==> src/logic/usb1d_pkg.sv <==
// Shared types, CSR field positions and timeout constants for the USB 1.1 device protocol engine
package usb1d_pkg;

	////////////////////////////////////////////////////////////
	// Protocol engine state
	////////////////////////////////////////////////////////////

	// One-hot encoding, one flop per state
	typedef enum logic [7:0]
	{
		IDLE    = 8'b0000_0001,
		TOKEN   = 8'b0000_0010,
		IN      = 8'b0000_0100,
		IN2     = 8'b0000_1000,
		OUT     = 8'b0001_0000,
		OUT2A   = 8'b0010_0000,
		UPDATEW = 8'b0100_0000,
		UPDATE  = 8'b1000_0000
	} pe_state_t;

	// Handshake select towards the packet assembler
	typedef enum logic [1:0]
	{
		HS_ACK   = 2'd0,
		HS_NACK  = 2'd1,
		HS_STALL = 2'd2,
		HS_NYET  = 2'd3
	} hs_pid_t;

	// Expected data PID for the current endpoint
	typedef logic [1:0] dpid_t;
	localparam dpid_t DPID_DATA0 = 2'd0;
	localparam dpid_t DPID_DATA1 = 2'd1;
	localparam dpid_t DPID_DATA2 = 2'd2;
	localparam dpid_t DPID_MDATA = 2'd3;

	////////////////////////////////////////////////////////////
	// Endpoint CSR fields
	////////////////////////////////////////////////////////////

	localparam int CSR_W       = 14;
	localparam int CSR_IN_EP   = 9;
	localparam int CSR_OUT_EP  = 10;
	localparam int CSR_CTRL_EP = 11;
	// Interrupt transfer when neither ISO nor BULK is set
	localparam int CSR_ISO     = 12;
	localparam int CSR_BULK    = 13;

	// Response timeouts, in clk cycles
	localparam int TO_CNT_W = 8;
	typedef logic [TO_CNT_W-1:0] to_cnt_t;
	localparam to_cnt_t RX_ACK_TO_VAL  = 8'd40;
	localparam to_cnt_t TX_DATA_TO_VAL = 8'd48;

endpackage

==> src/logic/pe_tok_if.sv <==
// Token decoder to protocol FSM link, decoded token kinds forward and busy status back
`timescale 1ns/10ps

interface pe_tok_if;

	// Registered match and function select
	logic match_q;
	// Registered token kinds, valid with match_q
	logic tok_in;
	logic tok_out;
	logic tok_sof;
	// Host ACK seen this cycle
	logic host_ack;
	// Data PID does not follow the expected sequence
	logic seq_err;
	// FSM outside IDLE
	logic busy;

	modport dec
	(
		output match_q, tok_in, tok_out, tok_sof, host_ack, seq_err,
		input  busy
	);

	modport fsm
	(
		input  match_q, tok_in, tok_out, tok_sof, host_ack, seq_err,
		output busy
	);

endinterface

==> src/logic/usb1d_pe_tok_dec.sv <==
// Token intake for the protocol engine that registers matched token kinds and checks data PID order
`timescale 1ns/10ps

module usb1d_pe_tok_dec
(
	input  logic              clk,
	input  logic              rst,
	input  logic              match,
	input  logic              fsel,
	input  logic              token_valid,
	input  logic              pid_in,
	input  logic              pid_out,
	input  logic              pid_setup,
	input  logic              pid_sof,
	input  logic              pid_ack,
	input  logic              pid_data0,
	input  logic              pid_data1,
	input  logic              pid_data2,
	input  logic              pid_mdata,
	input  usb1d_pkg::dpid_t  cfg_this_dpid,
	pe_tok_if.dec             tok,
	output logic              nse_err,
	output logic              abort
);
	import usb1d_pkg::*;

	logic dpid_ok;

	// Incoming data PID against the expected one
	assign dpid_ok = (cfg_this_dpid == DPID_DATA0 && pid_data0) ||
		(cfg_this_dpid == DPID_DATA1 && pid_data1) ||
		(cfg_this_dpid == DPID_DATA2 && pid_data2) ||
		(cfg_this_dpid == DPID_MDATA && pid_mdata);

	// Host ACK goes straight through to IN2
	assign tok.host_ack = token_valid & pid_ack;

	always_ff @(posedge clk or negedge rst)
	begin
		if (!rst)
		begin
			tok.match_q <= 1'b0;
			tok.tok_in  <= 1'b0;
			tok.tok_out <= 1'b0;
			tok.tok_sof <= 1'b0;
			tok.seq_err <= 1'b0;
			nse_err     <= 1'b0;
			abort       <= 1'b0;
		end
		else
		begin
			tok.match_q <= match & fsel;
			// Token kinds land together with match_q
			tok.tok_in  <= token_valid & pid_in;
			tok.tok_out <= token_valid & (pid_out | pid_setup);
			tok.tok_sof <= token_valid & pid_sof;
			// Sampled every cycle and read by the FSM at end of packet
			tok.seq_err <= !dpid_ok;
			// Token for an endpoint this function does not have
			nse_err     <= token_valid & (pid_out | pid_in | pid_setup) & !match;
			// New token while a transfer is still running
			abort       <= match & fsel & tok.busy;
		end
	end

	// Decoded PIDs are exclusive, so IN and OUT never both start a phase
	a_tok_excl: assert property (@(posedge clk) disable iff (!rst)
		!(tok.tok_in && tok.tok_out));

endmodule

==> src/logic/usb1d_pe_timer.sv <==
// Response timeout counter instantiated once per host response the engine waits for
`timescale 1ns/10ps

module usb1d_pe_timer
#(
	parameter usb1d_pkg::to_cnt_t TO_VAL = 8'd40
)
(
	input  logic clk,
	input  logic rst,
	input  logic clr,
	output logic expired
);
	import usb1d_pkg::*;

	to_cnt_t cnt;

	// Free running counter that restarts from zero on clr
	always_ff @(posedge clk or negedge rst)
	begin
		if (!rst)
			cnt <= '0;
		else if (clr)
			cnt <= '0;
		else
			cnt <= cnt + 1'b1;
	end

	// Expiry one cycle after the count hits TO_VAL
	always_ff @(posedge clk or negedge rst)
	begin
		if (!rst)
			expired <= 1'b0;
		else
			expired <= !clr && (cnt == TO_VAL);
	end

	// Count must have left zero with clr low TO_VAL+1 cycles earlier
	a_exp_after_clr: assert property (@(posedge clk) disable iff (!rst)
		expired |-> !$past(clr, TO_VAL + 1));

endmodule

==> src/logic/usb1d_pe_fsm.sv <==
// Main protocol FSM of the device engine that runs data phase, handshake, DMA gating and interrupts
`timescale 1ns/10ps

module usb1d_pe_fsm
(
	input  logic                         clk,
	input  logic                         rst,
	input  logic                         match,
	input  logic                         tx_valid,
	input  logic                         idma_done,
	input  logic                         rx_data_done,
	input  logic                         crc16_err,
	input  logic                         ep_full,
	input  logic                         ep_empty,
	input  logic                         cfg_send_stall,
	input  logic                         rx_ack_to,
	input  logic                         tx_data_to,
	input  logic [usb1d_pkg::CSR_W-1:0]  cfg_csr,
	pe_tok_if.fsm                        tok,
	input  logic                         abort,
	output logic                         send_token,
	output logic                         rx_dma_en,
	output logic                         tx_dma_en,
	output logic                         int_to_set,
	output logic                         int_crc16_set,
	output logic                         int_seqerr_set,
	output logic                         ep_update,
	output logic                         rx_ack_clr,
	output usb1d_pkg::hs_pid_t           token_pid_sel
);
	import usb1d_pkg::*;

	pe_state_t state;
	pe_state_t next_state;
	hs_pid_t   token_pid_sel_d;
	logic      send_token_d;
	logic      int_seqerr_set_d;
	logic      update_d;
	logic      rx_ack_clr_d;
	logic      send_stall_r;

	// Endpoint and transfer type
	logic in_ep;
	logic out_ep;
	logic ctrl_ep;
	logic txfr_iso;
	logic txfr_int;

	assign in_ep    = cfg_csr[CSR_IN_EP];
	assign out_ep   = cfg_csr[CSR_OUT_EP];
	assign ctrl_ep  = cfg_csr[CSR_CTRL_EP];
	assign txfr_iso = cfg_csr[CSR_ISO];
	assign txfr_int = !cfg_csr[CSR_ISO] && !cfg_csr[CSR_BULK];

	assign tok.busy = (state != IDLE);

	////////////////////////////////////////////////////////////
	// Interrupt set pulses
	////////////////////////////////////////////////////////////

	// Host silent after our data, or no data after an OUT token
	assign int_to_set = (state == IN2 && rx_ack_to) || (state == OUT && tx_data_to);
	assign int_crc16_set = rx_data_done & crc16_err;

	// Stall request held until a handshake goes out
	always_ff @(posedge clk or negedge rst)
	begin
		if (!rst)
			send_stall_r <= 1'b0;
		else if (cfg_send_stall)
			send_stall_r <= 1'b1;
		else if (send_token)
			send_stall_r <= 1'b0;
	end

	////////////////////////////////////////////////////////////
	// State and registered outputs
	////////////////////////////////////////////////////////////

	always_ff @(posedge clk or negedge rst)
	begin
		if (!rst)
		begin
			state          <= IDLE;
			send_token     <= 1'b0;
			token_pid_sel  <= HS_ACK;
			int_seqerr_set <= 1'b0;
			ep_update      <= 1'b0;
			rx_ack_clr     <= 1'b1;
		end
		else
		begin
			// Any matching token restarts the engine
			if (match)
				state <= IDLE;
			else
				state <= next_state;
			send_token     <= send_token_d;
			token_pid_sel  <= token_pid_sel_d;
			int_seqerr_set <= int_seqerr_set_d;
			ep_update      <= update_d;
			// Ack timer runs only in IN and IN2 once tx_valid has dropped
			rx_ack_clr     <= tx_valid | rx_ack_clr_d;
		end
	end

	////////////////////////////////////////////////////////////
	// Next state decode
	////////////////////////////////////////////////////////////

	always_comb
	begin
		next_state       = state;
		token_pid_sel_d  = HS_ACK;
		send_token_d     = 1'b0;
		rx_dma_en        = 1'b0;
		tx_dma_en        = 1'b0;
		update_d         = 1'b0;
		rx_ack_clr_d     = 1'b1;
		int_seqerr_set_d = 1'b0;

		case (state)
			IDLE:
			begin
				// SOF carries no data phase
				if (tok.match_q && !tok.tok_sof)
				begin
					if (in_ep || (ctrl_ep && tok.tok_in))
					begin
						// Nothing to send on interrupt IN
						if (txfr_int && ep_empty)
						begin
							token_pid_sel_d = HS_NACK;
							send_token_d    = 1'b1;
							next_state      = TOKEN;
						end
						else
						begin
							tx_dma_en  = 1'b1;
							next_state = IN;
						end
					end
					else if (out_ep || (ctrl_ep && tok.tok_out))
					begin
						rx_dma_en  = 1'b1;
						next_state = OUT;
					end
				end
			end

			TOKEN:
				next_state = IDLE;

			IN:
			begin
				rx_ack_clr_d = 1'b0;
				// Iso IN expects no ACK
				if (idma_done)
					next_state = txfr_iso ? UPDATE : IN2;
			end

			IN2:
			begin
				rx_ack_clr_d = 1'b0;
				if (rx_ack_to)
					next_state = IDLE;
				else if (tok.host_ack)
					next_state = UPDATE;
			end

			OUT:
			begin
				if (tx_data_to || crc16_err || abort)
					next_state = IDLE;
				else if (rx_data_done)
				begin
					// Iso OUT sends no handshake and only flags a sequence error
					if (txfr_iso)
					begin
						int_seqerr_set_d = tok.seq_err;
						next_state       = UPDATEW;
					end
					else
						next_state = OUT2A;
				end
			end

			OUT2A:
			begin
				// Handshake priority is STALL, then NACK, then ACK
				if (abort)
					next_state = IDLE;
				else if (send_stall_r)
				begin
					token_pid_sel_d = HS_STALL;
					send_token_d    = 1'b1;
					next_state      = IDLE;
				end
				else if (ep_full)
				begin
					token_pid_sel_d = HS_NACK;
					send_token_d    = 1'b1;
					next_state      = IDLE;
				end
				else
				begin
					token_pid_sel_d = HS_ACK;
					send_token_d    = 1'b1;
					// Repeated packet is acked but not stored
					next_state      = tok.seq_err ? IDLE : UPDATE;
				end
			end

			UPDATEW:
				next_state = UPDATE;

			UPDATE:
			begin
				update_d   = 1'b1;
				next_state = IDLE;
			end

			default:
				next_state = IDLE;
		endcase
	end

	a_state_onehot: assert property (@(posedge clk) disable iff (!rst)
		$onehot(state));

	a_token_single: assert property (@(posedge clk) disable iff (!rst)
		send_token |=> !send_token);

	a_dma_excl: assert property (@(posedge clk) disable iff (!rst)
		!(rx_dma_en && tx_dma_en));

endmodule

==> src/logic/usb1d_pe.sv <==
// Top level of the USB 1.1 device protocol engine joining token decoder, timers and FSM
`timescale 1ns/10ps

module usb1d_pe
(
	input  logic                         clk,
	input  logic                         rst,

	// UTMI side
	input  logic                         tx_valid,
	input  logic                         rx_active,

	// Decoded PIDs valid with token_valid or rx_data_done
	input  logic                         pid_out,
	input  logic                         pid_in,
	input  logic                         pid_sof,
	input  logic                         pid_setup,
	input  logic                         pid_data0,
	input  logic                         pid_data1,
	input  logic                         pid_data2,
	input  logic                         pid_mdata,
	input  logic                         pid_ack,
	input  logic                         pid_ping,
	input  logic                         token_valid,

	// Receive data
	input  logic                         rx_data_done,
	input  logic                         crc16_err,

	// Packet assembler
	output logic                         send_token,
	output usb1d_pkg::hs_pid_t           token_pid_sel,

	// DMA
	output logic                         rx_dma_en,
	output logic                         tx_dma_en,
	output logic                         abort,
	input  logic                         idma_done,

	// Register file
	input  logic                         fsel,
	input  logic                         match,
	output logic                         nse_err,
	input  logic                         ep_full,
	input  logic                         ep_empty,
	output logic                         int_crc16_set,
	output logic                         int_to_set,
	output logic                         int_seqerr_set,
	output logic                         ep_update,
	input  logic [usb1d_pkg::CSR_W-1:0]  cfg_csr,
	input  logic                         cfg_send_stall,
	input  usb1d_pkg::dpid_t             cfg_this_dpid
);
	import usb1d_pkg::*;

	logic rx_ack_clr;
	logic rx_ack_to;
	logic tx_data_to;

	pe_tok_if i_tok ();

	////////////////////////////////////////////////////////////
	// Token decode
	////////////////////////////////////////////////////////////

	// PING addresses an OUT endpoint and decodes as an OUT token
	usb1d_pe_tok_dec i_tok_dec
	(
		.clk           (clk),
		.rst           (rst),
		.match         (match),
		.fsel          (fsel),
		.token_valid   (token_valid),
		.pid_in        (pid_in),
		.pid_out       (pid_out | pid_ping),
		.pid_setup     (pid_setup),
		.pid_sof       (pid_sof),
		.pid_ack       (pid_ack),
		.pid_data0     (pid_data0),
		.pid_data1     (pid_data1),
		.pid_data2     (pid_data2),
		.pid_mdata     (pid_mdata),
		.cfg_this_dpid (cfg_this_dpid),
		.tok           (i_tok.dec),
		.nse_err       (nse_err),
		.abort         (abort)
	);

	////////////////////////////////////////////////////////////
	// Response timers
	////////////////////////////////////////////////////////////

	// Host ACK after our IN data
	usb1d_pe_timer #(.TO_VAL(RX_ACK_TO_VAL)) i_rx_ack_to
	(
		.clk     (clk),
		.rst     (rst),
		.clr     (rx_ack_clr),
		.expired (rx_ack_to)
	);

	// OUT data packet wait restarted by every rx_active
	usb1d_pe_timer #(.TO_VAL(TX_DATA_TO_VAL)) i_tx_data_to
	(
		.clk     (clk),
		.rst     (rst),
		.clr     (rx_active),
		.expired (tx_data_to)
	);

	usb1d_pe_fsm i_fsm
	(
		.clk            (clk),
		.rst            (rst),
		.match          (match),
		.tx_valid       (tx_valid),
		.idma_done      (idma_done),
		.rx_data_done   (rx_data_done),
		.crc16_err      (crc16_err),
		.ep_full        (ep_full),
		.ep_empty       (ep_empty),
		.cfg_send_stall (cfg_send_stall),
		.rx_ack_to      (rx_ack_to),
		.tx_data_to     (tx_data_to),
		.cfg_csr        (cfg_csr),
		.tok            (i_tok.fsm),
		.abort          (abort),
		.send_token     (send_token),
		.rx_dma_en      (rx_dma_en),
		.tx_dma_en      (tx_dma_en),
		.int_to_set     (int_to_set),
		.int_crc16_set  (int_crc16_set),
		.int_seqerr_set (int_seqerr_set),
		.ep_update      (ep_update),
		.rx_ack_clr     (rx_ack_clr),
		.token_pid_sel  (token_pid_sel)
	);

endmodule

==> config.mk <==
export PLATFORM = sky130hd
export DESIGN_NAME = usb1d_pe
export DESIGN_NICKNAME = d
export VERILOG_FILES = /design/src/logic/usb1d_pkg.sv /design/src/logic/pe_tok_if.sv /design/src/logic/usb1d_pe_tok_dec.sv /design/src/logic/usb1d_pe_timer.sv /design/src/logic/usb1d_pe_fsm.sv /design/src/logic/usb1d_pe.sv
export SDC_FILE = /design/constraint.sdc
export NUM_CORES = 1
export LEC_CHECK = 0
export BUFFER_PORTS_ARGS = -buffer_cell sky130_fd_sc_hd__buf_2
export CORE_ASPECT_RATIO = 0.8
export CORE_MARGIN = 10
export CORE_UTILIZATION = 50
export DETAILED_ROUTE_END_ITERATION = 6
export GPL_TIMING_DRIVEN = 0
export MAX_ROUTING_LAYER = met4
export PLACE_DENSITY = 0.76
export SETUP_SLACK_MARGIN = 0.02
export SYNTH_ARGS = -nofsm -noshare
export SYNTH_HDL_FRONTEND = slang
export SYNTH_SLANG_ARGS = --single-unit
==> constraint.sdc <==
create_clock -name clk -period 2.05 [get_ports clk]
set_input_delay 0.615 -clock clk [delete_from_list [all_inputs] [get_ports clk]]
set_output_delay 0.615 -clock clk [all_outputs]
set_load 0.02 [all_outputs]
==> results.py <==
metrics = {
    "floorplan": {
        "fp.dieH_microns": 75.8,
        "core_sq_um": 3780,
        "die_width_microns": 89.8,
        "dieArea_sq_um": 6810,
        "io_pins": 50,
        "rows": 20,
        "initial_core_util": 0.516,
    },
    "grt": {
        "met2_usage": 0.232,
        "grt_max_degree": 41,
        "grt.busiest_layer": "met2",
        "grt_pass1_wl_microns": 7700,
        "antenna_found_initial": 0,
        "use_met1": 0.171,
        "grt.overflow.total": 0,
        "use_met3": 0.0394,
        "grt_usage": 0.145,
        "grt_pass1_vias": 1705,
    },
    "timing": {
        "tightest_slew_ns": 0.867,
        "slew_viol_final": 0,
        "setup_ws_ns": -0.206,
        "rsz0062_at_grt": "yes",
        "period_share": 1.10,
        "setup-tns-final_ns": -0.574,
        "finalHoldViolCount": 0,
        "fin_skew_ns": 0.00538,
        "fmax_mhz": 443,
        "setup_violations": 3,
        "slew_headroom": 0.422,
        "fin_crit_ns": 2.26,
    },
    "setup_path": {
        "end_kind": "primary output",
        "cp.arrival_ns": 1.64,
        "required_ns": 1.43,
        "critPathKind": "flip-flop to primary output",
        "path_max_fanout": 3,
        "start_kind": "flip-flop",
    },
    "logic_synthesis": {
        "ys_seq_area_frac": 0.515,
        "synthArstFlopShare": 1.00,
        "synth_edf_count": 0,
        "syn_area_per_cell_sq_um": 10.4,
        "syn_nets": 231,
        "synth_area_sq_um": 1950,
        "syn-instance-count": 188,
        "ys_types": 48,
        "yosysWarningCount": 0,
        "ys.flop_type": "dfrtp_1",
        "synth-seq-cells": 40,
    },
    "placed_design": {
        "dpl.hpwl_microns": 3180,
        "placed_area_sq_um": 2220,
        "numPortBuffers": 38,
        "gp_congestion": 0.875,
    },
    "cts": {
        "cts_tree": "yes",
        "clock_sinks": 40,
        "cts_buffers": 5,
        "postCtsHoldBufs": 0,
        "clock_latency_ns": 0.29,
        "cts_htree_levels": 2,
        "clockBufferDepth": 2,
        "root_buffer": "clkbuf_8",
        "clk_pin_slew_worst_paths_ns": 0.08,
    },
    "final_layout": {
        "fin_area_sq_um": 2530,
        "nets": 289,
        "area_growth_pct": 29.8,
        "drive_above_1_share": 0.328,
        "antenna_cells": 0,
    },
    "drt": {
        "route.detailed.drc": 0,
        "drtIter0Drc": 142,
        "detail-route-antenna-nets": 0,
        "wirelength_microns": 4860,
        "vias": 1657,
        "viasPerCell": 5.49,
        "drt-wirelength-per-cell_microns": 16.1,
        "dr.pass1.iters": 4,
    },
    "power_and_ir_drop": {
        "p_sw_frac": 0.277,
        "power_frac_clock": 0.345,
        "p_int_mw": 1.45,
        "seqPwrFrac": 0.433,
        "comb_power_share": 0.221,
        "power_leakage_nw": 1.19,
        "powerDensity_nw_per_um2": 795,
        "ir_drop_uv": 500,
        "p_switching_mw": 0.557,
    },
    "run_status": {
        "failed_checks": "negative setup slack",
        "outcome": "complete, but fails checks",
    },
    "worst_hold_path": {
        "hp-class": "input pin to asynchronous set/reset pin",
    },
    "run": {
        "cap_violations": 0,
    },
}
[worst max-delay path, cell delays in order (launching register included)]
cell and delay (ns):
dfrtp_2 0.45, nor3_4 0.31, nand2_2 0.13, nor3_4 0.19, a21o_1 0.15, buf_6 0.13
[power groups by stage]
stage                     combinational [mW]  clock [mW]  sequential (mW)
after floorplan                        0.206           0            0.877
after global placement                 0.307           0            0.878
after detailed placement               0.310           0            0.879
after CTS                              0.395       0.706            0.865
after global routing                   0.479       0.737            0.877
final                                  0.445       0.694            0.871
[path summary, 6_finish.rpt]
| check | from | endpoint | slack, ns | cells past startpoint |
|---|---|---|---|---|
| max in group asynchronous | rst | i_fsm.state[4]$_DFFE_PN0P_ | 1.02 | 1 |
| hold reg to reg | i_fsm.send_token$_DFF_PN0_ | i_fsm.send_stall_r$_DFFE_PN0P_ | 0.44 | 1 |
| min in group clk | i_fsm.send_token$_DFF_PN0_ | i_fsm.send_stall_r$_DFFE_PN0P_ | 0.44 | 1 |
| setup / recovery | i_fsm.state[6]$_DFFE_PN0P_ | int_to_set | -0.21 | 5 |
| setup reg to reg | i_fsm.state[6]$_DFFE_PN0P_ | i_fsm.token_pid_sel[0]$_DFF_PN0_ | 0.15 | 5 |
| hold / removal | rst | i_fsm.state[6]$_DFFE_PN0P_ | 0.44 | 1 |
[area by class of cell]
type	instances	area, sq um
Inverter	8	30.0
Sequential cell	40	1010
Fill cell	302	1250
Buffer	3	11.3
Tap cell	55	68.8
Clock inverter	1	30.0
Timing Repair Buffer	51	303
Multi-Input combinational cell	137	982
Clock buffer	7	96.3
[synth_stat cells (2+ instances only)]
| cell type | number | area [sq um] |
|---|---|---|
| inv_1 | 8 | 30.0 |
| o21ai_0 | 8 | 40.0 |
| a21oi_1 | 5 | 25.0 |
| nor2_1 | 23 | 86.3 |
| nand2_1 | 9 | 33.8 |
| nor3_1 | 6 | 30.0 |
| dfstp_2 | 2 | 52.6 |
| a21o_1 | 3 | 22.5 |
| or4_1 | 3 | 22.5 |
| xor2_1 | 8 | 70.1 |
| or3_1 | 2 | 12.5 |
| o22a_1 | 3 | 26.3 |
| and2_1 | 6 | 37.5 |
| nor3_2 | 2 | 20.0 |
| ha_1 | 4 | 50.1 |
| dfrtp_1 | 38 | 951 |
| nand2b_1 | 6 | 37.5 |
| clkbuf_1 | 3 | 11.3 |
| nor4_1 | 3 | 18.8 |
| o22ai_1 | 2 | 12.5 |
| and3_1 | 3 | 18.8 |
| xnor2_1 | 4 | 35.0 |
| nand4_1 | 3 | 18.8 |
| nor2b_1 | 2 | 12.5 |
| nand3_1 | 7 | 35.0 |
| and4b_1 | 2 | 20.0 |
| nor3b_1 | 2 | 15.0 |
[cell usage in the layout, fill, tap and decap left out, types with 3 or more instances in the layout]
master,count
a21o_1,3
and2_1,6
xnor2_1,4
nor3_1,3
dfrtp_1,35
or4_1,3
buf_2,35
nand4_1,3
nand3_1,7
a21oi_1,4
nor2_1,22
clkbuf_8,7
dfrtp_2,3
clkbuf_1,3
buf_4,14
o22a_1,3
ha_1,4
and3_1,3
inv_1,8
o21ai_0,8
nand2_1,8
xor2_1,8
nor3_4,4
nand2b_1,6
[stage by stage]
stage                     std cells  hold slack, ns  utilization  power (mW)  setup WS [ns]
after floorplan                 188           0.319            -        1.08         0.0561
final                           302           0.437        0.669        2.01         -0.206
after global placement          281           0.425        0.587        1.19         -0.176
after CTS                       298           0.444        0.655        1.97         -0.148
after global routing            302           0.455        0.669        2.09         -0.244
after detailed placement        281           0.433        0.587        1.19         -0.190
[registers in the layout, indices dropped and copies added, names as in the netlist, 2 cells and up]
name,cells
i_fsm.token_pid_sel,2
i_fsm.state,8
i_tx_data_to.cnt,8
i_rx_ack_to.cnt,8
[metal layers]
layer  routed length, microns  part of all wire
met1                     2140              0.44
met2                     2340              0.48
met3                      272             0.056
met4                      109             0.022
met5                        0                 0
[logic make-up (layout without fill, tap and decap cells)]
family	count (synthesis)	in the layout	share of synthesized area
XOR/XNOR	12	12	0.0539
AND/OR/NAND/NOR	89	89	0.263
adder cells (fa/ha/maj)	4	4	0.0257
multiplexers	2	2	0.0173
AO/OA/AOI/OAI	30	30	0.103
buffers and inverters	11	70	0.0212
flip-flops	40	40	0.515
[what timing repair did]
| action | in CTS | in global routing |
|---|---|---|
| resized for setup | 17 | 4 |
| pin swaps | 6 | 4 |
| gates cloned | 0 | 0 |
| setup buffers | 9 | 4 |
| setup endpoints to repair | 3 | 3 |
Note: power is estimated with default switching activity, not from simulation.
